===== config.mk =====
export PLATFORM = sky130hd
export DESIGN_NAME = mf2_control
export DESIGN_NICKNAME = d
export VERILOG_FILES = /design/src/rtl/mf2_pkg.sv /design/src/rtl/mf2_control.sv
export VERILOG_INCLUDE_DIRS = /design/src /design/src/include
export SDC_FILE = /design/constraint.sdc
export NUM_CORES = 1
export LEC_CHECK = 0
export BUFFER_PORTS_ARGS = -buffer_cell sky130_fd_sc_hd__buf_4
export CELL_PAD_IN_SITES_DETAIL_PLACEMENT = 0
export CELL_PAD_IN_SITES_GLOBAL_PLACEMENT = 1
export CORE_AREA = 2 2 39 41
export DETAILED_ROUTE_END_ITERATION = 10
export DIE_AREA = 0 0 41 43
export PLACE_DENSITY_LB_ADDON = 0.25
export SLEW_MARGIN = 20
export SYNTH_ARGS = -nofsm -noshare
export SYNTH_HDL_FRONTEND = slang
export SYNTH_SLANG_ARGS = --single-unit

===== constraint.sdc =====
create_clock -name clk_sys -period 1.2 [get_ports clk_sys]
set_input_delay 0.24 -clock clk_sys [delete_from_list [all_inputs] [get_ports clk_sys]]
set_output_delay 0.24 -clock clk_sys [all_outputs]
set_load 0.01 [all_outputs]

===== src/include/mf2_config.svh =====
//////////////////////////////////////////////////////////////////////
// Multiface Two constants
// Port numbers, vector addresses, memory windows and shadow slots
//////////////////////////////////////////////////////////////////////
`ifndef MF2_CONFIG_SVH
`define MF2_CONFIG_SVH

`define MF2_RAM_AWIDTH   13
`define MF2_NMI_VECTOR   16'h0066
`define MF2_HIDE_VECTOR  16'h0065
`define MF2_PAGE_PORT    16'hFEE8  // bit 1 set selects FEEA, page off
`define MF2_ROM_WINDOW   3'b000    // 0000-1FFF
`define MF2_RAM_WINDOW   3'b001    // 2000-3FFF

// I/O port high bytes
`define GA_PORT          8'h7F
`define CRTC_SEL_PORT    8'hBC
`define CRTC_VAL_PORT    8'hBD
`define PPI_PORT         8'hF7
`define ROMSEL_PORT      8'hDF

// Shadow slots in Multiface RAM
`define MF2_LOC_PEN_INDEX  13'h1FCF
`define MF2_LOC_PEN_BASE   13'h1F90
`define MF2_LOC_BORDER     13'h1FDF
`define MF2_LOC_MODE       13'h1FEF
`define MF2_LOC_BANKING    13'h1FFF
`define MF2_LOC_CRTC_SEL   13'h1CFF
`define MF2_LOC_CRTC_BASE  13'h1DB0
`define MF2_LOC_PPI        13'h17FF
`define MF2_LOC_ROMSEL     13'h1AAC

`endif


===== src/rtl/mf2_pkg.sv =====
//////////////////////////////////////////////////////////////////////
// Multiface Two shared types
// Bus words, RAM address and the gate array command byte
//////////////////////////////////////////////////////////////////////
`include "mf2_config.svh"

package mf2_pkg;

	typedef logic [15:0] cpu_addr_t;                  // Z80 address bus
	typedef logic [7:0]  byte_t;
	typedef logic [`MF2_RAM_AWIDTH-1:0] mf2_addr_t;   // 8 KB RAM

	//////////////////////////////////////////////////////////////////
	// Gate array command byte
	//////////////////////////////////////////////////////////////////

	// Top two bits pick the function
	localparam logic [1:0] GA_FN_PEN    = 2'b00;
	localparam logic [1:0] GA_FN_COLOUR = 2'b01;
	localparam logic [1:0] GA_FN_MODE   = 2'b10;
	localparam logic [1:0] GA_FN_BANK   = 2'b11;

	typedef struct packed {
		logic [1:0] func;
		logic [5:0] payload;   // pen index sits in bits 4:0
	} ga_cmd_t;

	// Same byte, seen raw for storing or as a command for decoding
	typedef union packed {
		byte_t   raw;
		ga_cmd_t cmd;
	} ga_word_t;

	//////////////////////////////////////////////////////////////////
	// Mode setting
	//////////////////////////////////////////////////////////////////

	// Any other value (2 or 3) disables the block
	localparam logic [1:0] MF2_MODE_ENABLED = 2'd0;
	localparam logic [1:0] MF2_MODE_HIDDEN  = 2'd1;

endpackage


===== src/rtl/mf2_control.sv =====
//////////////////////////////////////////////////////////////////////
// Multiface Two control
// NMI request, paging enable and hidden state
//////////////////////////////////////////////////////////////////////
`timescale 1ns/1ps

module mf2_control (
	input  logic       clk_sys,
	input  logic       reset,
	input  logic       key_nmi,
	input  logic [1:0] mode,
	input  logic       page_wr,
	input  logic       page_on,
	input  logic       m1_nmi_vec,
	input  logic       m1_hide_vec,
	output logic       nmi,
	output logic       mf2_en
);
	import mf2_pkg::*;

	logic key_q;
	logic key_qq;
	logic hidden;
	logic mode_off;
	logic key_rise;

	// Modes 2 and 3 switch the block off
	assign mode_off = (mode != MF2_MODE_ENABLED) && (mode != MF2_MODE_HIDDEN);
	assign key_rise = key_q & ~key_qq;

	always_ff @(posedge clk_sys) begin
		if (reset) begin
			key_q  <= 1'b0;
			key_qq <= 1'b0;
			nmi    <= 1'b0;
			mf2_en <= 1'b0;
			hidden <= (mode != MF2_MODE_ENABLED);  // Hidden until first NMI entry
		end else begin
			key_q  <= key_nmi;
			key_qq <= key_q;

			// Stop button
			if (key_rise && !mf2_en && !mode_off)
				nmi <= 1'b1;

			// NMI entry pages the block in and reveals it
			if (nmi && m1_nmi_vec) begin
				mf2_en <= 1'b1;
				hidden <= 1'b0;
				nmi    <= 1'b0;
			end

			if (mf2_en && m1_hide_vec)
				hidden <= 1'b1;

			// Software paging via FEE8/FEEA
			if (page_wr)
				mf2_en <= page_on & ~hidden & ~mode_off;
		end
	end

endmodule


==> results.txt <==
* Share of post-route cells with drive strength above 1: 0.3939
- Final-stage net count: 43
- Global-route track usage on met2: 0.09063
- Leading cell types in the layout, fill and taps excluded: sky130_fd_sc_hd__buf_4 (10), sky130_fd_sc_hd__dfxtp_1 (4), sky130_fd_sc_hd__clkbuf_4 (3)
- Terminating pin of the worst hold path: mf2_en
- Worst hold-check path type: in -> reg
* Met1 Usage GRT: 0.05484
- Row count: 14
- 0 antenna diodes ended up in the layout.
* Final Critical Period: 1.053 ns
- Wire length reported by the detailed router: 452 microns
- Across the run, the number of max-cap violations was 0.
* Crit path arrival time: 1.21 ns
- Fill count: 164
- Yosys reg bits: 5
- The number of antenna violations at the first check in global routing is 0.
- Setup repair bufs after CTS: 0
- The setup path with the least slack is of type reg -> reg.
- Count of unique library cells instantiated by Yosys: 11
* Height of the chip: 43 microns
- Via count of the first global-routing pass: 178
- Using the TritonRoute via totals, the vias-per-cell ratio works out to 4.041.
- Of the synthesized area, sequential elements account for 0.5677.
- Post-cts sizing count: 0
- Core footprint: 0.001384 sq mm
- 11 I/O pins were placed.
- At the later pin of the worst-skew pair, clock insertion delay measures 0.25 ns.
* Max-slew violation total from the final report: 0
- For this design, the CTS-stage hold fixing added 0 buffers.
- Area grow syn2layout: 62.58%
* Initial core utilization: 0.1401
* Actual slew at the worst max-slew pin: 0.2883 ns
- Detail Route Antenna Nets: 0
- Clock-pin slew was measured on the worst setup and hold paths at approximately 0.040 ns.
- Overall overflow remaining after global route: 0
* DP Area: 289.0 sq um
- The flow ran to the end, and the final reports show no timing, DRC or antenna violations.
* DRC violation count after routing: 0
- STA puts the critical path data required time at roughly 1.4 ns.
- Rel. slew slack: 0.8051
- Mean Syn Cell Area: 10.21 sq um
- CP startpoint kind: register
- In the post-synthesis netlist, the biggest area contributors are sky130_fd_sc_hd__dfxtp_1 (41%), sky130_fd_sc_hd__edfxtp_1 (15%), sky130_fd_sc_hd__a211oi_1 (7.7%).
- The die covers 0.001763 sq mm.
- Count of final hold-check violations: 0
* Deepest clock path buffer count: 2
- Summed over all failing endpoints, the final setup total negative slack is 0 ns.
- Counting instances, the worst hold path has a depth of 2.
- Highest fanout seen on the critical path: 1
- Setup repair after global routing left no endpoint under its margin.
- For this run, global-route usage on met3 was measured as 0.03141.
- The detailed router finished its first iteration with 6 violations.
- CTS placed an instance of sky130_fd_sc_hd__clkbuf_4 at the clock tree root.
- Placer Congestion: 0.6055
- Entering global routing, the biggest net connects 9 pins.
- The first global-routing pass estimated 676 microns of wire.
- The clock net in this run drives a total of 5 sinks.
- Clock tree from TritonCTS: yes
- Clock skew: 0.003099 ns
- The number of nets in the synthesized netlist is 28.
- H-Tree Level Count: 1
* Library cell with the largest summed area after synthesis: sky130_fd_sc_hd__dfxtp_1
* Via count: 198
* Post-synthesis instance area: 193.9 sq um
- Width of the die: between 40 and 50 microns
* Fmax achieved: 949.2 MHz
- Post-layout power: 0.0004336 W
* Min-Delay Startpoint: page_wr
- The worst-case IR drop observed on VDD is 296.2 uV.
- The endpoint identified for the worst register-to-register timing path is mf2_en.
* Total global-route track usage: 0.07035
- Synthesis handed over a netlist of 19 instances.
- Final number of setup-violating endpoints: 0
- Number of search-and-repair iterations in the first detailed-routing pass: 3
- Most common library cell in the layout ignoring fill and taps: sky130_fd_sc_hd__buf_4
- The worst register-to-register path has a setup slack of 0.15 ns.
- After global routing, the most crowded layer is met4.
* Worst r2r src: hidden
- Cell count of the worst reg-to-reg path: 2
* Clock buffers created by TritonCTS: 3
- Top-area cell type share of the netlist area: 0.4129
* Yosys Warn Count: 0
* Critical path endpoint category: register
* Power per standard cell area: 1375 mW/mm^2
- Share of the clock period used by the worst path after layout: 0.8779
* Buffers on Ports: 10
- With fillers left out, the area of the finished cells amounts to 315.3 sq um.
* WL per Instance: between 9 and 10 microns
* Leak pwr: 0.1319 nW
## sequential cells by signal, summed over array words and instances (netlist names)
signal  count
key_qq      1
hidden      1
key_q       1
mf2_en      1
nmi         1
## Yosys cell counts
cell and count:
sky130_fd_sc_hd__nor2_1 2, sky130_fd_sc_hd__a22o_1 1, sky130_fd_sc_hd__nor2b_1 2, sky130_fd_sc_hd__nor4b_1 1
sky130_fd_sc_hd__a211oi_1 2, sky130_fd_sc_hd__a21oi_1 1, sky130_fd_sc_hd__o21ai_0 2, sky130_fd_sc_hd__nand2_1 2
sky130_fd_sc_hd__or3b_1 1, sky130_fd_sc_hd__edfxtp_1 1, sky130_fd_sc_hd__dfxtp_1 4
## stage by stage
step	instances	util	hold slack (ns)	setup slack, ns
after global routing	49	0.2278	0.1999	0.04098
final	49	0.2278	0.1855	0.1465
after detailed placement	45	0.2089	0.4433	0.1475
after floorplan	19	-	0.3116	0.2253
after CTS	49	0.2278	0.1868	0.1207
after global placement	45	0.2089	0.4372	0.1516
## per-layer routing
layer  share of wire  routed length [microns]
met4           0.080                       36
met1            0.33                      150
met5               0                        0
met3            0.12                       55
met2            0.46                      210
## worst max path at each step
| stage | slack [ns] | end | depth (start not counted) | start |
|---|---|---|---|---|
| floorplan | 0.23 | mf2_en | 2 | hidden |
| global placement | 0.15 | mf2_en | 2 | hidden |
| detailed placement | 0.15 | mf2_en | 2 | hidden |
| CTS | 0.12 | mf2_en | 2 | hidden |
| global route | 0.04 | mf2_en | 2 | hidden |
| finish | 0.15 | mf2_en | 2 | hidden |
## critical path, stage by stage, from the launching register on
cell                       delay [ns]
sky130_fd_sc_hd__edfxtp_1        0.34
sky130_fd_sc_hd__or3b_1          0.38
sky130_fd_sc_hd__a211oi_1        0.24
## area by class of cell
type / count / area, sq um / area share
tap: 16 / 20.02 / 0.06349
clock buffer: 4 / 26.28 / 0.08333
timing repair buffer: 10 / 75.07 / 0.2381
sequential: 5 / 110.1 / 0.3492
multi-input combinational: 14 / 83.83 / 0.2659
## logic make-up (layout without fill, tap and decap cells)
family / count (synthesis) / after routing / synth area share
AOI/OAI and AO/OA: 6 / 6 / 0.2000
DFF: 5 / 5 / 0.5678
buffers and inverters: 0 / 14 / 0
and+or+nand+nor: 8 / 8 / 0.2323
## where the power goes
part	leakage [nW]	total, W	internal [W]	switching (W)
Combinational	0.0739	0.0000474	0.0000296	0.0000178
Clock	0.0150	0.000199	0.000126	0.0000731
Sequential	0.0430	0.000187	0.000182	0.00000486
(Power assumes the default switching activity.)
