===== src/include/mf2_config.svh =====
//////////////////////////////////////////////////////////////////////
// Multiface Two constants
// Port numbers, vector addresses, memory windows and shadow slots
//////////////////////////////////////////////////////////////////////
`ifndef MF2_CONFIG_SVH
`define MF2_CONFIG_SVH

`define MF2_RAM_AWIDTH   13
`define MF2_NMI_VECTOR   16'h0066
`define MF2_HIDE_VECTOR  16'h0065
`define MF2_PAGE_PORT    16'hFEE8  // bit 1 set selects FEEA, page off
`define MF2_ROM_WINDOW   3'b000    // 0000-1FFF
`define MF2_RAM_WINDOW   3'b001    // 2000-3FFF

// I/O port high bytes
`define GA_PORT          8'h7F
`define CRTC_SEL_PORT    8'hBC
`define CRTC_VAL_PORT    8'hBD
`define PPI_PORT         8'hF7
`define ROMSEL_PORT      8'hDF

// Shadow slots in Multiface RAM
`define MF2_LOC_PEN_INDEX  13'h1FCF
`define MF2_LOC_PEN_BASE   13'h1F90
`define MF2_LOC_BORDER     13'h1FDF
`define MF2_LOC_MODE       13'h1FEF
`define MF2_LOC_BANKING    13'h1FFF
`define MF2_LOC_CRTC_SEL   13'h1CFF
`define MF2_LOC_CRTC_BASE  13'h1DB0
`define MF2_LOC_PPI        13'h17FF
`define MF2_LOC_ROMSEL     13'h1AAC

`endif


===== src/rtl/mf2_pkg.sv =====
//////////////////////////////////////////////////////////////////////
// Multiface Two shared types
// Bus words, RAM address and the gate array command byte
//////////////////////////////////////////////////////////////////////
`include "mf2_config.svh"

package mf2_pkg;

	typedef logic [15:0] cpu_addr_t;                  // Z80 address bus
	typedef logic [7:0]  byte_t;
	typedef logic [`MF2_RAM_AWIDTH-1:0] mf2_addr_t;   // 8 KB RAM

	//////////////////////////////////////////////////////////////////
	// Gate array command byte
	//////////////////////////////////////////////////////////////////

	// Top two bits pick the function
	localparam logic [1:0] GA_FN_PEN    = 2'b00;
	localparam logic [1:0] GA_FN_COLOUR = 2'b01;
	localparam logic [1:0] GA_FN_MODE   = 2'b10;
	localparam logic [1:0] GA_FN_BANK   = 2'b11;

	typedef struct packed {
		logic [1:0] func;
		logic [5:0] payload;   // pen index sits in bits 4:0
	} ga_cmd_t;

	// Same byte, seen raw for storing or as a command for decoding
	typedef union packed {
		byte_t   raw;
		ga_cmd_t cmd;
	} ga_word_t;

	//////////////////////////////////////////////////////////////////
	// Mode setting
	//////////////////////////////////////////////////////////////////

	// Any other value (2 or 3) disables the block
	localparam logic [1:0] MF2_MODE_ENABLED = 2'd0;
	localparam logic [1:0] MF2_MODE_HIDDEN  = 2'd1;

endpackage


===== src/rtl/mf2_io_decode.sv =====
//////////////////////////////////////////////////////////////////////
// Multiface Two bus decoder
// Maps I/O writes to shadow RAM slots, flags page port writes
// and M1 fetches at the NMI and hide vectors
//////////////////////////////////////////////////////////////////////
`timescale 1ns/1ps
`include "mf2_config.svh"

module mf2_io_decode (
	input  logic                clk_sys,
	input  logic                reset,
	input  mf2_pkg::cpu_addr_t  cpu_addr,
	input  mf2_pkg::byte_t      cpu_dout,
	input  logic                io_wr,
	input  logic                m1,
	output logic                store_wr,
	output mf2_pkg::mf2_addr_t  store_addr,
	output mf2_pkg::byte_t      store_data,
	output logic                page_wr,
	output logic                page_on,
	output logic                m1_nmi_vec,
	output logic                m1_hide_vec
);
	import mf2_pkg::*;

	localparam cpu_addr_t PAGE_PORT = `MF2_PAGE_PORT;

	logic      io_wr_q;
	logic      m1_q;
	ga_word_t  ga_word;
	logic [4:0] pen_index;   // Last selected pen
	logic [3:0] crtc_reg;    // Last selected CRTC register
	mf2_addr_t store_sel;
	logic      store_hit;
	logic      io_rise;
	logic      m1_rise;
	logic      page_hit;

	assign ga_word.raw = cpu_dout;
	assign io_rise     = io_wr & ~io_wr_q;
	assign m1_rise     = m1 & ~m1_q;
	assign page_hit    = (cpu_addr[15:2] == PAGE_PORT[15:2]);  // FEE8 or FEEA

	// Shadow slot for the current I/O write
	always_comb begin
		store_sel = '0;
		store_hit = 1'b1;
		case (cpu_addr[15:8])
			`GA_PORT: begin
				case (ga_word.cmd.func)
					GA_FN_PEN:    store_sel = `MF2_LOC_PEN_INDEX;
					GA_FN_COLOUR: store_sel = pen_index[4] ? `MF2_LOC_BORDER :
						`MF2_LOC_PEN_BASE + mf2_addr_t'(pen_index[3:0]);
					GA_FN_MODE:   store_sel = `MF2_LOC_MODE;
					default:      store_sel = `MF2_LOC_BANKING;
				endcase
			end
			`CRTC_SEL_PORT: store_sel = `MF2_LOC_CRTC_SEL;
			`CRTC_VAL_PORT: store_sel = `MF2_LOC_CRTC_BASE + mf2_addr_t'(crtc_reg);
			`PPI_PORT:      store_sel = `MF2_LOC_PPI;
			`ROMSEL_PORT:   store_sel = `MF2_LOC_ROMSEL;
			default:        store_hit = 1'b0;
		endcase
	end

	always_ff @(posedge clk_sys) begin
		if (reset) begin
			io_wr_q     <= 1'b0;
			m1_q        <= 1'b0;
			store_wr    <= 1'b0;
			page_wr     <= 1'b0;
			m1_nmi_vec  <= 1'b0;
			m1_hide_vec <= 1'b0;
			pen_index   <= '0;
			crtc_reg    <= '0;
		end else begin
			io_wr_q     <= io_wr;
			m1_q        <= m1;
			m1_nmi_vec  <= m1_rise & (cpu_addr == `MF2_NMI_VECTOR);
			m1_hide_vec <= m1_rise & (cpu_addr == `MF2_HIDE_VECTOR);
			page_wr     <= io_rise & page_hit;
			store_wr    <= io_rise & ~page_hit & store_hit;
			if (io_rise && !page_hit) begin
				if (cpu_addr[15:8] == `GA_PORT && ga_word.cmd.func == GA_FN_PEN)
					pen_index <= ga_word.cmd.payload[4:0];
				if (cpu_addr[15:8] == `CRTC_SEL_PORT)
					crtc_reg <= cpu_dout[3:0];
			end
		end
	end

	// Payload for the pulses above
	always_ff @(posedge clk_sys) begin
		if (io_rise) begin
			page_on    <= ~cpu_addr[1];   // FEEA pages off
			store_addr <= store_sel;
			store_data <= ga_word.raw;
		end
	end

endmodule


===== config.mk =====
export PLATFORM = sky130hd
export DESIGN_NAME = mf2_io_decode
export DESIGN_NICKNAME = d
export VERILOG_FILES = /design/src/rtl/mf2_pkg.sv /design/src/rtl/mf2_io_decode.sv
export VERILOG_INCLUDE_DIRS = /design/src /design/src/include
export SDC_FILE = /design/constraint.sdc
export NUM_CORES = 1
export LEC_CHECK = 0
export BUFFER_PORTS_ARGS = -buffer_cell sky130_fd_sc_hd__buf_2
export CAP_MARGIN = 20
export CORE_AREA = 5 5 63 65
export DETAILED_ROUTE_END_ITERATION = 16
export DIE_AREA = 0 0 68 70
export GPL_ROUTABILITY_DRIVEN = 1
export PLACE_DENSITY = 0.79
export SYNTH_ARGS = -nofsm -noshare
export SYNTH_HDL_FRONTEND = slang
export SYNTH_SLANG_ARGS = --single-unit

===== constraint.sdc =====
create_clock -name clk_sys -period 5.5 [get_ports clk_sys]
set_clock_uncertainty 0.15 [all_clocks]
set_input_delay 1.1 -clock clk_sys [delete_from_list [all_inputs] [get_ports clk_sys]]
set_output_delay 1.1 -clock clk_sys [all_outputs]
set_load 0.05 [all_outputs]

==> results of run 1 <==
[metrics by stage]
stage	utilization	power (uW)	hold WS, ns	cell area [sq um]
floorplan	-	353	0.284	1670
global placement	0.590	375	0.300	1940
detailed placement	0.590	377	0.310	1940
CTS	0.605	500	0.323	1990
global route	0.610	520	0.368	2000
finish	0.610	499	0.333	2000
[cell type report]
| cell class | instances | area (sq um) |
|---|---|---|
| clock inverter | 2 | 7.51 |
| fill | 280 | 1280 |
| clock buffer | 6 | 41.3 |
| timing repair buffer | 54 | 280 |
| sequential | 36 | 931 |
| tap | 46 | 57.6 |
| inverter | 2 | 7.51 |
| multi-input combinational | 101 | 678 |
[cells in the final DEF (no fill, tap or decap), types with 2 or more instances in the layout]
master and instances:
sky130_fd_sc_hd__nor2b_1 9, sky130_fd_sc_hd__and3_1 2, sky130_fd_sc_hd__nor3_1 4, sky130_fd_sc_hd__and2_1 2, sky130_fd_sc_hd__and4b_1 2, sky130_fd_sc_hd__inv_1 2, sky130_fd_sc_hd__buf_2 53, sky130_fd_sc_hd__a21oi_1 6
sky130_fd_sc_hd__edfxtp_1 21, sky130_fd_sc_hd__clkbuf_4 5, sky130_fd_sc_hd__nand3_1 10, sky130_fd_sc_hd__nand2b_1 10, sky130_fd_sc_hd__nand4_1 9, sky130_fd_sc_hd__o41ai_1 5, sky130_fd_sc_hd__nor2_1 2, sky130_fd_sc_hd__dfxtp_1 15
sky130_fd_sc_hd__nor3b_1 2, sky130_fd_sc_hd__o211ai_1 6, sky130_fd_sc_hd__clkinv_1 2, sky130_fd_sc_hd__nand2_1 6, sky130_fd_sc_hd__o22ai_1 2, sky130_fd_sc_hd__xor2_1 2, sky130_fd_sc_hd__mux2i_1 4, sky130_fd_sc_hd__nand3b_1 2
sky130_fd_sc_hd__and4_1 2, sky130_fd_sc_hd__nor4_1 3
[worst max path at each step]
stage                     cells after the start  slack (ns)            end
after floorplan                               3        2.57    crtc_reg[0]
after global placement                        4        2.72    crtc_reg[0]
after detailed placement                      4        2.60    crtc_reg[3]
after CTS                                     4        2.94    crtc_reg[3]
after global routing                          4        3.27   pen_index[0]
final                                         1        3.32  store_addr[7]
[power by group through the flow]
stage	registers [uW]	logic (uW)	clock network, uW
2_1_floorplan	327	26.2	0
3_3_place_gp	301	74.3	0
3_5_place_dp	301	75.3	0
4_1_cts	295	75.5	130
5_1_grt	296	82.7	141
6_report	295	77.0	127
[per-layer routing]
layer	part of all wire	vias to the layer above	global-route usage
met1	0.41	614	0.210
met4	0.023	0	0.0618
met3	0.074	11	0.0433
li1	-	678	-
met5	0	-	0
met2	0.49	59	0.274
[cell families after synthesis]
group                  count (synthesis)
buffers and inverters                 12
XOR/XNOR                               2
AO/OA/AOI/OAI                         23
flip-flops                            36
multiplexers                           4
AND/OR/NAND/NOR                       72
[Yosys cell counts]
cell	n	area [sq um]
sky130_fd_sc_hd__o41ai_1	5	43.8
sky130_fd_sc_hd__buf_2	8	40.0
sky130_fd_sc_hd__clkbuf_1	1	3.75
sky130_fd_sc_hd__nand2_1	6	22.5
sky130_fd_sc_hd__or3b_1	1	8.76
sky130_fd_sc_hd__nand3_1	10	50.1
sky130_fd_sc_hd__nand2b_1	10	62.6
sky130_fd_sc_hd__o21ai_0	1	5.00
sky130_fd_sc_hd__nand4bb_1	1	11.3
sky130_fd_sc_hd__nor2b_1	10	62.6
sky130_fd_sc_hd__nor3_1	4	20.0
sky130_fd_sc_hd__nand4_1	9	56.3
sky130_fd_sc_hd__edfxtp_1	21	631
sky130_fd_sc_hd__and2_1	2	12.5
sky130_fd_sc_hd__mux2i_1	4	40.0
sky130_fd_sc_hd__inv_1	2	7.51
sky130_fd_sc_hd__dfxtp_1	15	300
sky130_fd_sc_hd__buf_4	1	7.51
sky130_fd_sc_hd__o211ai_1	6	45.0
sky130_fd_sc_hd__nor2_1	2	7.51
sky130_fd_sc_hd__nor4_1	3	18.8
sky130_fd_sc_hd__nor3b_1	2	15.0
sky130_fd_sc_hd__a22oi_1	1	7.51
sky130_fd_sc_hd__nor4b_1	1	8.76
sky130_fd_sc_hd__a211oi_1	1	7.51
sky130_fd_sc_hd__or4b_4	1	13.8
sky130_fd_sc_hd__a21boi_1	1	7.51
sky130_fd_sc_hd__nor4b_2	1	15.0
sky130_fd_sc_hd__and4_1	2	17.5
sky130_fd_sc_hd__a21oi_1	6	30.0
sky130_fd_sc_hd__and3_1	2	12.5
sky130_fd_sc_hd__and3b_1	1	8.76
sky130_fd_sc_hd__o22ai_1	2	12.5
sky130_fd_sc_hd__nand3b_1	2	15.0
sky130_fd_sc_hd__xor2_1	2	17.5
sky130_fd_sc_hd__and4b_1	2	20.0
==> run_summary.xml, run 1 <==
<?xml version="1.0" encoding="UTF-8"?>
<metrics>
  <group name="run_status">
    <metric name="status" unit="">complete, no violations</metric>
  </group>
  <group name="clock_network">
    <metric name="ctsResizeCount" unit="">0</metric>
    <metric name="clkSinkCount" unit="">36</metric>
    <metric name="cts_max_path_buffers" unit="">2</metric>
    <metric name="tritoncts.num_buffers" unit="">5</metric>
    <metric name="cts_root_buffer" unit="">sky130_fd_sc_hd__clkbuf_4</metric>
    <metric name="cts-hold-fix-buffers" unit="">0</metric>
    <metric name="clock_tree_from_tritoncts" unit="">yes</metric>
    <metric name="htree_levels" unit="">2</metric>
    <metric name="post-cts-setup-buffers" unit="">0</metric>
    <metric name="insertion_delay" unit="ns">0.33</metric>
    <metric name="clkTransAtPathRegs" unit="ns">0.10</metric>
  </group>
  <group name="job">
    <metric name="max_cap_viol_count" unit="">0</metric>
  </group>
  <group name="yosys">
    <metric name="synthXorXnorAreaFrac" unit="">0.0105</metric>
    <metric name="share_of_synthesized_cell_area_in_and_or_nand_and_nor_gates" unit="">0.276</metric>
    <metric name="syn_area" unit="sq um">1670</metric>
    <metric name="synth_area_per_cell" unit="sq um">11.2</metric>
    <metric name="yosysWarnings" unit="">0</metric>
    <metric name="synth_top_family_by_area" unit="">simple AND/OR/NAND/NOR gates</metric>
    <metric name="synth-compound-area-share" unit="">0.0954</metric>
    <metric name="synth_net_count" unit="">177</metric>
    <metric name="synth.ff_latch_count" unit="">36</metric>
    <metric name="synth_cells" unit="">149</metric>
    <metric name="synthAdderAreaFrac" unit="">0</metric>
    <metric name="synthMuxAreaShare" unit="">0.0240</metric>
    <metric name="synth-seq-area-share" unit="">0.559</metric>
    <metric name="synth_cell_types" unit="">36</metric>
  </group>
  <group name="drt">
    <metric name="vias" unit="">1362</metric>
    <metric name="route.detailed.drc" unit="">0</metric>
    <metric name="vias_per_cell" unit="">5.51</metric>
    <metric name="routed_wire_length_per_instance" unit="microns">14.7</metric>
    <metric name="postRouteWirelength" unit="mm">3.63</metric>
    <metric name="dr.pass1.iters" unit="">4</metric>
    <metric name="drt_iter0_markers" unit="">89</metric>
    <metric name="drt.antenna.violating_nets" unit="">0</metric>
  </group>
  <group name="timing">
    <metric name="grt_setup_unrepaired" unit="">false</metric>
    <metric name="number_of_max_slew_violations_in_the_final_report" unit="">0</metric>
    <metric name="setup_total_negative_slack" unit="ns">0</metric>
    <metric name="period_minus_slack" unit="ns">2.18</metric>
    <metric name="timing.final.setup_violations" unit="">0</metric>
    <metric name="slew-limit-headroom" unit="">0.673</metric>
    <metric name="hold_viol" unit="">0</metric>
    <metric name="max_slew.worst_pin.slew" unit="ns">0.490</metric>
    <metric name="maxClockFrequency" unit="MHz">459</metric>
    <metric name="post-route-period-util" unit="">0.396</metric>
    <metric name="timing.final.ws_setup" unit="ns">3.32</metric>
  </group>
  <group name="floorplanning">
    <metric name="top_level_ports" unit="">54</metric>
    <metric name="die-height" unit="microns">70</metric>
    <metric name="core.rowCount" unit="">21</metric>
    <metric name="die_area" unit="sq um">4760</metric>
    <metric name="initial_utilization" unit="">0.507</metric>
    <metric name="design.core.area" unit="sq um">3280</metric>
    <metric name="die_w" unit="microns">68</metric>
  </group>
  <group name="place">
    <metric name="placed_cells_incl_taps" unit="">238</metric>
    <metric name="numPortBuffers" unit="">53</metric>
    <metric name="gp_congestion" unit="">0.845</metric>
    <metric name="preCtsSetupSlack" unit="ns">2.60</metric>
    <metric name="place.detailed.hpwl" unit="mm">2.75</metric>
  </group>
  <group name="cells_and_area">
    <metric name="fraction_of_layout_cells_with_a_size_suffix_above_1" unit="">0.308</metric>
    <metric name="area_delta_synth_final" unit="%">20.3</metric>
    <metric name="finish.net_count" unit="">228</metric>
    <metric name="largest-register" unit="">store_addr</metric>
    <metric name="antenna_cells" unit="">0</metric>
    <metric name="largestRegisters" unit="">store_addr (12), store_data (8), pen_index (5)</metric>
    <metric name="largest_reg_flops" unit="">12</metric>
    <metric name="layout.cells.non_filler" unit="">247</metric>
  </group>
  <group name="grt">
    <metric name="grt_util_all_layers" unit="">0.168</metric>
    <metric name="antenna_found_initial" unit="">0</metric>
    <metric name="globalRouteOverflowTotal" unit="">0</metric>
    <metric name="grt_pass1_wl" unit="mm">6.19</metric>
    <metric name="grt_pass1_vias" unit="">1340</metric>
    <metric name="pin_count_of_the_biggest_net_entering_global_routing" unit="">25</metric>
  </group>
  <group name="worst_setup_path">
    <metric name="timing.critical_path.required" unit="ns">4.25</metric>
    <metric name="cpPeakStageDelay" unit="ns">0.34</metric>
    <metric name="crit_path_max_fanout" unit="">2</metric>
    <metric name="critical_path.reg2reg.startpoint" unit="">io_wr_q</metric>
    <metric name="reg2reg_to" unit="">pen_index[2]</metric>
    <metric name="critPathBufInv" unit="">1</metric>
    <metric name="cpMaxStageDelayCell" unit="">sky130_fd_sc_hd__edfxtp_1</metric>
    <metric name="worst_setup_path_end_kind" unit="">output pin</metric>
    <metric name="critical_path.top_delay_family" unit="">flip-flops</metric>
    <metric name="worst-r2r-cell-count" unit="">3</metric>
    <metric name="setup.worst_path.start" unit="">store_addr[7]</metric>
    <metric name="regToRegSetupSlack" unit="ns">3.97</metric>
    <metric name="worstPathCellList" unit="">buf_2</metric>
    <metric name="setup.worst_path.class" unit="">register to output pin</metric>
    <metric name="cp_data_arrival_time" unit="ns">0.93</metric>
    <metric name="cp_launch_type" unit="">register</metric>
  </group>
  <group name="pwr">
    <metric name="internal_power" unit="uW">363</metric>
    <metric name="seq_power_share" unit="">0.591</metric>
    <metric name="cellLeakagePower" unit="uW">0.000818</metric>
    <metric name="irDropWorstVdd" unit="mV">0.122</metric>
    <metric name="sw_frac_of_total" unit="">0.273</metric>
    <metric name="total_switching_power" unit="uW">136</metric>
    <metric name="power.combinational.fraction" unit="">0.154</metric>
    <metric name="power.share.clock" unit="">0.254</metric>
    <metric name="power_density_of_the_placed_cells" unit="nW/um^2">249</metric>
  </group>
  <group name="worst_hold_path">
    <metric name="holdPathStages" unit="">2</metric>
    <metric name="timing.hold.worst_endpoint" unit="">pen_index[0]</metric>
    <metric name="worstHoldPathType" unit="">register to register</metric>
    <metric name="holdCritStartpoint" unit="">pen_index[0]</metric>
  </group>
</metrics>
Note: power is estimated with default switching activity, not from simulation.
==> run 2: changes to the inputs <==
--- a/config.mk
+++ b/config.mk
@@ -6,13 +6,14 @@
 export SDC_FILE = /design/constraint.sdc
 export NUM_CORES = 1
 export LEC_CHECK = 0
+export ABC_AREA = 1
 export BUFFER_PORTS_ARGS = -buffer_cell sky130_fd_sc_hd__buf_2
 export CAP_MARGIN = 20
-export CORE_AREA = 5 5 63 65
+export CORE_AREA = 5 5 69 71
 export DETAILED_ROUTE_END_ITERATION = 16
-export DIE_AREA = 0 0 68 70
+export DIE_AREA = 0 0 74 76
 export GPL_ROUTABILITY_DRIVEN = 1
-export PLACE_DENSITY = 0.79
+export PLACE_DENSITY = 0.73
 export SYNTH_ARGS = -nofsm -noshare
 export SYNTH_HDL_FRONTEND = slang
 export SYNTH_SLANG_ARGS = --single-unit
==> constraint.sdc (replaced) <==
create_clock -name clk_sys -period 1.78 [get_ports clk_sys]
set_clock_uncertainty 0.15 [all_clocks]
set_input_delay 0.356 -clock clk_sys [delete_from_list [all_inputs] [get_ports clk_sys]]
set_output_delay 0.356 -clock clk_sys [all_outputs]
set_load 0.05 [all_outputs]
==> run 2 against run 1 <==
  * Cell area increased by 8.9%
  * Largest cell class unchanged
  * Via count increased by 1.2%
  * Global-route usage decreased by 3.8 points
  * Sequential cell count unchanged
  * Register-to-register slack got worse by 3.5 ns
  * Sequential share of layout area decreased by 3.8 points
  * Combinational power increased to 3.0 times the previous value
==> run_summary.xml, run 2 <==
<?xml version="1.0" encoding="UTF-8"?>
<metrics>
  <group name="run_status">
    <metric name="status" unit="">complete, no violations</metric>
  </group>
  <group name="yosys">
    <metric name="synth_top_family_by_area" unit="">simple AND/OR/NAND/NOR gates</metric>
    <metric name="yosysWarnings" unit="">0</metric>
    <metric name="commonest_cells_post_synth" unit="">sky130_fd_sc_hd__inv_1, sky130_fd_sc_hd__nand2_1, sky130_fd_sc_hd__edfxtp_1</metric>
    <metric name="async_reset_ff_frac" unit="">0</metric>
    <metric name="synth_area_per_cell" unit="sq um">9.11</metric>
    <metric name="synth_top_area_cell" unit="">sky130_fd_sc_hd__edfxtp_1</metric>
    <metric name="synth_largest_type_area_fraction" unit="">0.353</metric>
    <metric name="synthXorXnorAreaFrac" unit="">0</metric>
    <metric name="yosys-top-cells-area" unit="">sky130_fd_sc_hd__edfxtp_1, sky130_fd_sc_hd__dfxtp_1, sky130_fd_sc_hd__inv_1</metric>
    <metric name="synthAdderAreaFrac" unit="">0</metric>
    <metric name="dominantRegCellSynth" unit="">sky130_fd_sc_hd__edfxtp_1</metric>
    <metric name="synth.most_common_cell" unit="">sky130_fd_sc_hd__inv_1</metric>
    <metric name="synth_enable_flop_cells" unit="">21</metric>
    <metric name="synth.ff_latch_count" unit="">36</metric>
    <metric name="synthMuxAreaShare" unit="">0</metric>
    <metric name="synth_cells" unit="">196</metric>
    <metric name="synth_cell_types" unit="">24</metric>
    <metric name="synth-compound-area-share" unit="">0.0238</metric>
    <metric name="synth-seq-area-share" unit="">0.521</metric>
    <metric name="share_of_synthesized_cell_area_in_and_or_nand_and_nor_gates" unit="">0.336</metric>
    <metric name="synth_net_count" unit="">224</metric>
    <metric name="syn_area" unit="sq um">1790</metric>
  </group>
  <group name="pwr">
    <metric name="internal_power" unit="uW">1240</metric>
    <metric name="power.share.clock" unit="">0.317</metric>
    <metric name="power.combinational.fraction" unit="">0.138</metric>
    <metric name="irDropWorstVdd" unit="mV">0.314</metric>
    <metric name="power_density_of_the_placed_cells" unit="nW/um^2">768</metric>
    <metric name="total_switching_power" unit="uW">436</metric>
    <metric name="sw_frac_of_total" unit="">0.260</metric>
    <metric name="cellLeakagePower" unit="uW">0.00112</metric>
    <metric name="seq_power_share" unit="">0.545</metric>
  </group>
  <group name="grt">
    <metric name="globalRouteOverflowTotal" unit="">0</metric>
    <metric name="antenna_found_initial" unit="">0</metric>
    <metric name="pin_count_of_the_biggest_net_entering_global_routing" unit="">34</metric>
    <metric name="grt_pass1_vias" unit="">1347</metric>
    <metric name="grt_pass1_wl" unit="mm">5.73</metric>
    <metric name="grt_util_all_layers" unit="">0.130</metric>
  </group>
  <group name="floorplanning">
    <metric name="die-height" unit="microns">76</metric>
    <metric name="die_area" unit="sq um">5620</metric>
    <metric name="design.core.area" unit="sq um">4170</metric>
    <metric name="top_level_ports" unit="">54</metric>
    <metric name="die_w" unit="microns">74</metric>
    <metric name="core.rowCount" unit="">24</metric>
    <metric name="initial_utilization" unit="">0.428</metric>
  </group>
  <group name="drt">
    <metric name="drt_iter0_markers" unit="">32</metric>
    <metric name="routed_wire_length_per_instance" unit="microns">10.9</metric>
    <metric name="route.detailed.drc" unit="">0</metric>
    <metric name="postRouteWirelength" unit="mm">3.32</metric>
    <metric name="vias_per_cell" unit="">4.52</metric>
    <metric name="dr.pass1.iters" unit="">4</metric>
    <metric name="vias" unit="">1379</metric>
    <metric name="drt.antenna.violating_nets" unit="">0</metric>
  </group>
  <group name="clock_network">
    <metric name="clkTransAtPathRegs" unit="ns">0.06</metric>
    <metric name="cts_max_path_buffers" unit="">2</metric>
    <metric name="post-cts-setup-buffers" unit="">0</metric>
    <metric name="cts-hold-fix-buffers" unit="">0</metric>
    <metric name="clkSinkCount" unit="">36</metric>
    <metric name="htree_levels" unit="">2</metric>
    <metric name="tritoncts.num_buffers" unit="">5</metric>
    <metric name="insertion_delay" unit="ns">0.28</metric>
    <metric name="ctsResizeCount" unit="">0</metric>
    <metric name="clock_tree_from_tritoncts" unit="">yes</metric>
    <metric name="cts_root_buffer" unit="">sky130_fd_sc_hd__clkbuf_8</metric>
  </group>
  <group name="worst_hold_path">
    <metric name="worstHoldPathType" unit="">primary input to register</metric>
  </group>
  <group name="worst_setup_path">
    <metric name="cp_launch_type" unit="">register</metric>
    <metric name="setup.worst_path.class" unit="">register to output pin</metric>
    <metric name="worstPathCellList" unit="">buf_2</metric>
    <metric name="critical_path.top_delay_family" unit="">flip-flops</metric>
    <metric name="regToRegSetupSlack" unit="ns">0.44</metric>
    <metric name="cp_data_arrival_time" unit="ns">0.88</metric>
    <metric name="cpPeakStageDelay" unit="ns">0.34</metric>
    <metric name="timing.critical_path.required" unit="ns">1.27</metric>
    <metric name="cpMaxStageDelayCell" unit="">sky130_fd_sc_hd__edfxtp_1</metric>
    <metric name="critPathBufInv" unit="">1</metric>
    <metric name="crit_path_max_fanout" unit="">2</metric>
    <metric name="worst_setup_path_end_kind" unit="">output pin</metric>
  </group>
  <group name="place">
    <metric name="dpl-instance-area" unit="sq um">2100</metric>
    <metric name="numPortBuffers" unit="">53</metric>
    <metric name="gp_congestion" unit="">0.788</metric>
    <metric name="place.detailed.hpwl" unit="mm">2.58</metric>
  </group>
  <group name="cells_and_area">
    <metric name="fill_cells" unit="">398</metric>
    <metric name="sequential_cell_area" unit="sq um">931</metric>
    <metric name="layout_common_cells" unit="">sky130_fd_sc_hd__buf_2, sky130_fd_sc_hd__inv_1, sky130_fd_sc_hd__nand2_1</metric>
    <metric name="largest_reg_flops" unit="">12</metric>
    <metric name="finalInstanceArea" unit="sq um">2180</metric>
    <metric name="antenna_cells" unit="">0</metric>
    <metric name="layout.cells.most_common" unit="">sky130_fd_sc_hd__buf_2</metric>
    <metric name="footprint_of_the_multi_input_gates" unit="sq um">642</metric>
    <metric name="final_core_util" unit="">0.523</metric>
    <metric name="largest-register" unit="">store_addr</metric>
    <metric name="finish.net_count" unit="">280</metric>
    <metric name="fraction_of_layout_cells_with_a_size_suffix_above_1" unit="">0.379</metric>
    <metric name="largestRegisters" unit="">store_addr (12), store_data (8), pen_index (5)</metric>
    <metric name="area_delta_synth_final" unit="%">22.2</metric>
  </group>
  <group name="timing">
    <metric name="maxClockFrequency" unit="MHz">721</metric>
    <metric name="max_slew.worst_pin.slew" unit="ns">0.368</metric>
    <metric name="grt_setup_unrepaired" unit="">false</metric>
    <metric name="period_minus_slack" unit="ns">1.39</metric>
    <metric name="post-route-period-util" unit="">0.779</metric>
    <metric name="setup_total_negative_slack" unit="ns">0</metric>
    <metric name="timing.final.setup_violations" unit="">0</metric>
    <metric name="slew-limit-headroom" unit="">0.755</metric>
    <metric name="number_of_max_slew_violations_in_the_final_report" unit="">0</metric>
    <metric name="hold_viol" unit="">0</metric>
    <metric name="finalHoldWorstSlack" unit="ns">0.0967</metric>
  </group>
  <group name="job">
    <metric name="max_cap_viol_count" unit="">0</metric>
  </group>
</metrics>
## run 2: cell types whose count changed in the layout (fill, tap and decap cells not counted), moves of 5 or more
cell                       change
sky130_fd_sc_hd__a21oi_1       -6
sky130_fd_sc_hd__clkbuf_4      -5
sky130_fd_sc_hd__clkbuf_8      +5
sky130_fd_sc_hd__inv_1        +37
sky130_fd_sc_hd__inv_2         +7
sky130_fd_sc_hd__nand2_1      +26
sky130_fd_sc_hd__nand2_2       +7
sky130_fd_sc_hd__nand2b_1     -10
sky130_fd_sc_hd__nand3_1       -5
sky130_fd_sc_hd__nor2_1       +14
sky130_fd_sc_hd__nor2_2       +10
sky130_fd_sc_hd__nor2b_1       -9
sky130_fd_sc_hd__o41ai_1       -5
## run 2: layer usage
metal,global-route usage,wire length (microns),up-vias
met3,0.0396,219,8
li1,-,-,729
met1,0.156,1410,608
met5,0,0,-
met2,0.213,1610,34
met4,0.0543,80,0
## run 2: final timing paths
kind,start,end,depth (start not counted)
hold / removal,cpu_dout[5],store_data[5],1
hold reg to reg,io_wr_q,page_wr,1
setup reg to reg,pen_index[4],store_addr[1],4
setup / recovery,store_addr[7],store_addr[7],1
## run 2: cell type report
type / count / share of cell area
Timing Repair Buffer: 54 / 0.131
Tap cell: 52 / 0.0298
Clock inverter: 1 / 0.00172
Sequential cell: 36 / 0.427
Multi-Input combinational cell: 108 / 0.294
Clock buffer: 7 / 0.0350
Inverter: 47 / 0.0820
## run 2: stage by stage
stage	std cells	power (uW)	setup slack, ns
5_1_grt	305	1760	0.300
3_3_place_gp	297	1160	0.146
6_report	305	1680	0.393
2_1_floorplan	196	1090	0.261
4_1_cts	305	1700	0.378
3_5_place_dp	297	1170	0.108
## run 2: logic make-up after synthesis
| family | Yosys count |
|---|---|
| buf+inv | 52 |
| simple gates | 102 |
| compound gates | 6 |
| flops | 36 |
## run 2: power groups by stage
stage          logic (uW)  clock network (uW)  registers (uW)
6_report              231                 531             914
5_1_grt               252                 591             916
4_1_cts               234                 550             915
3_5_place_dp          234                   0             933
3_3_place_gp          231                   0             932
2_1_floorplan        75.0                   0            1010
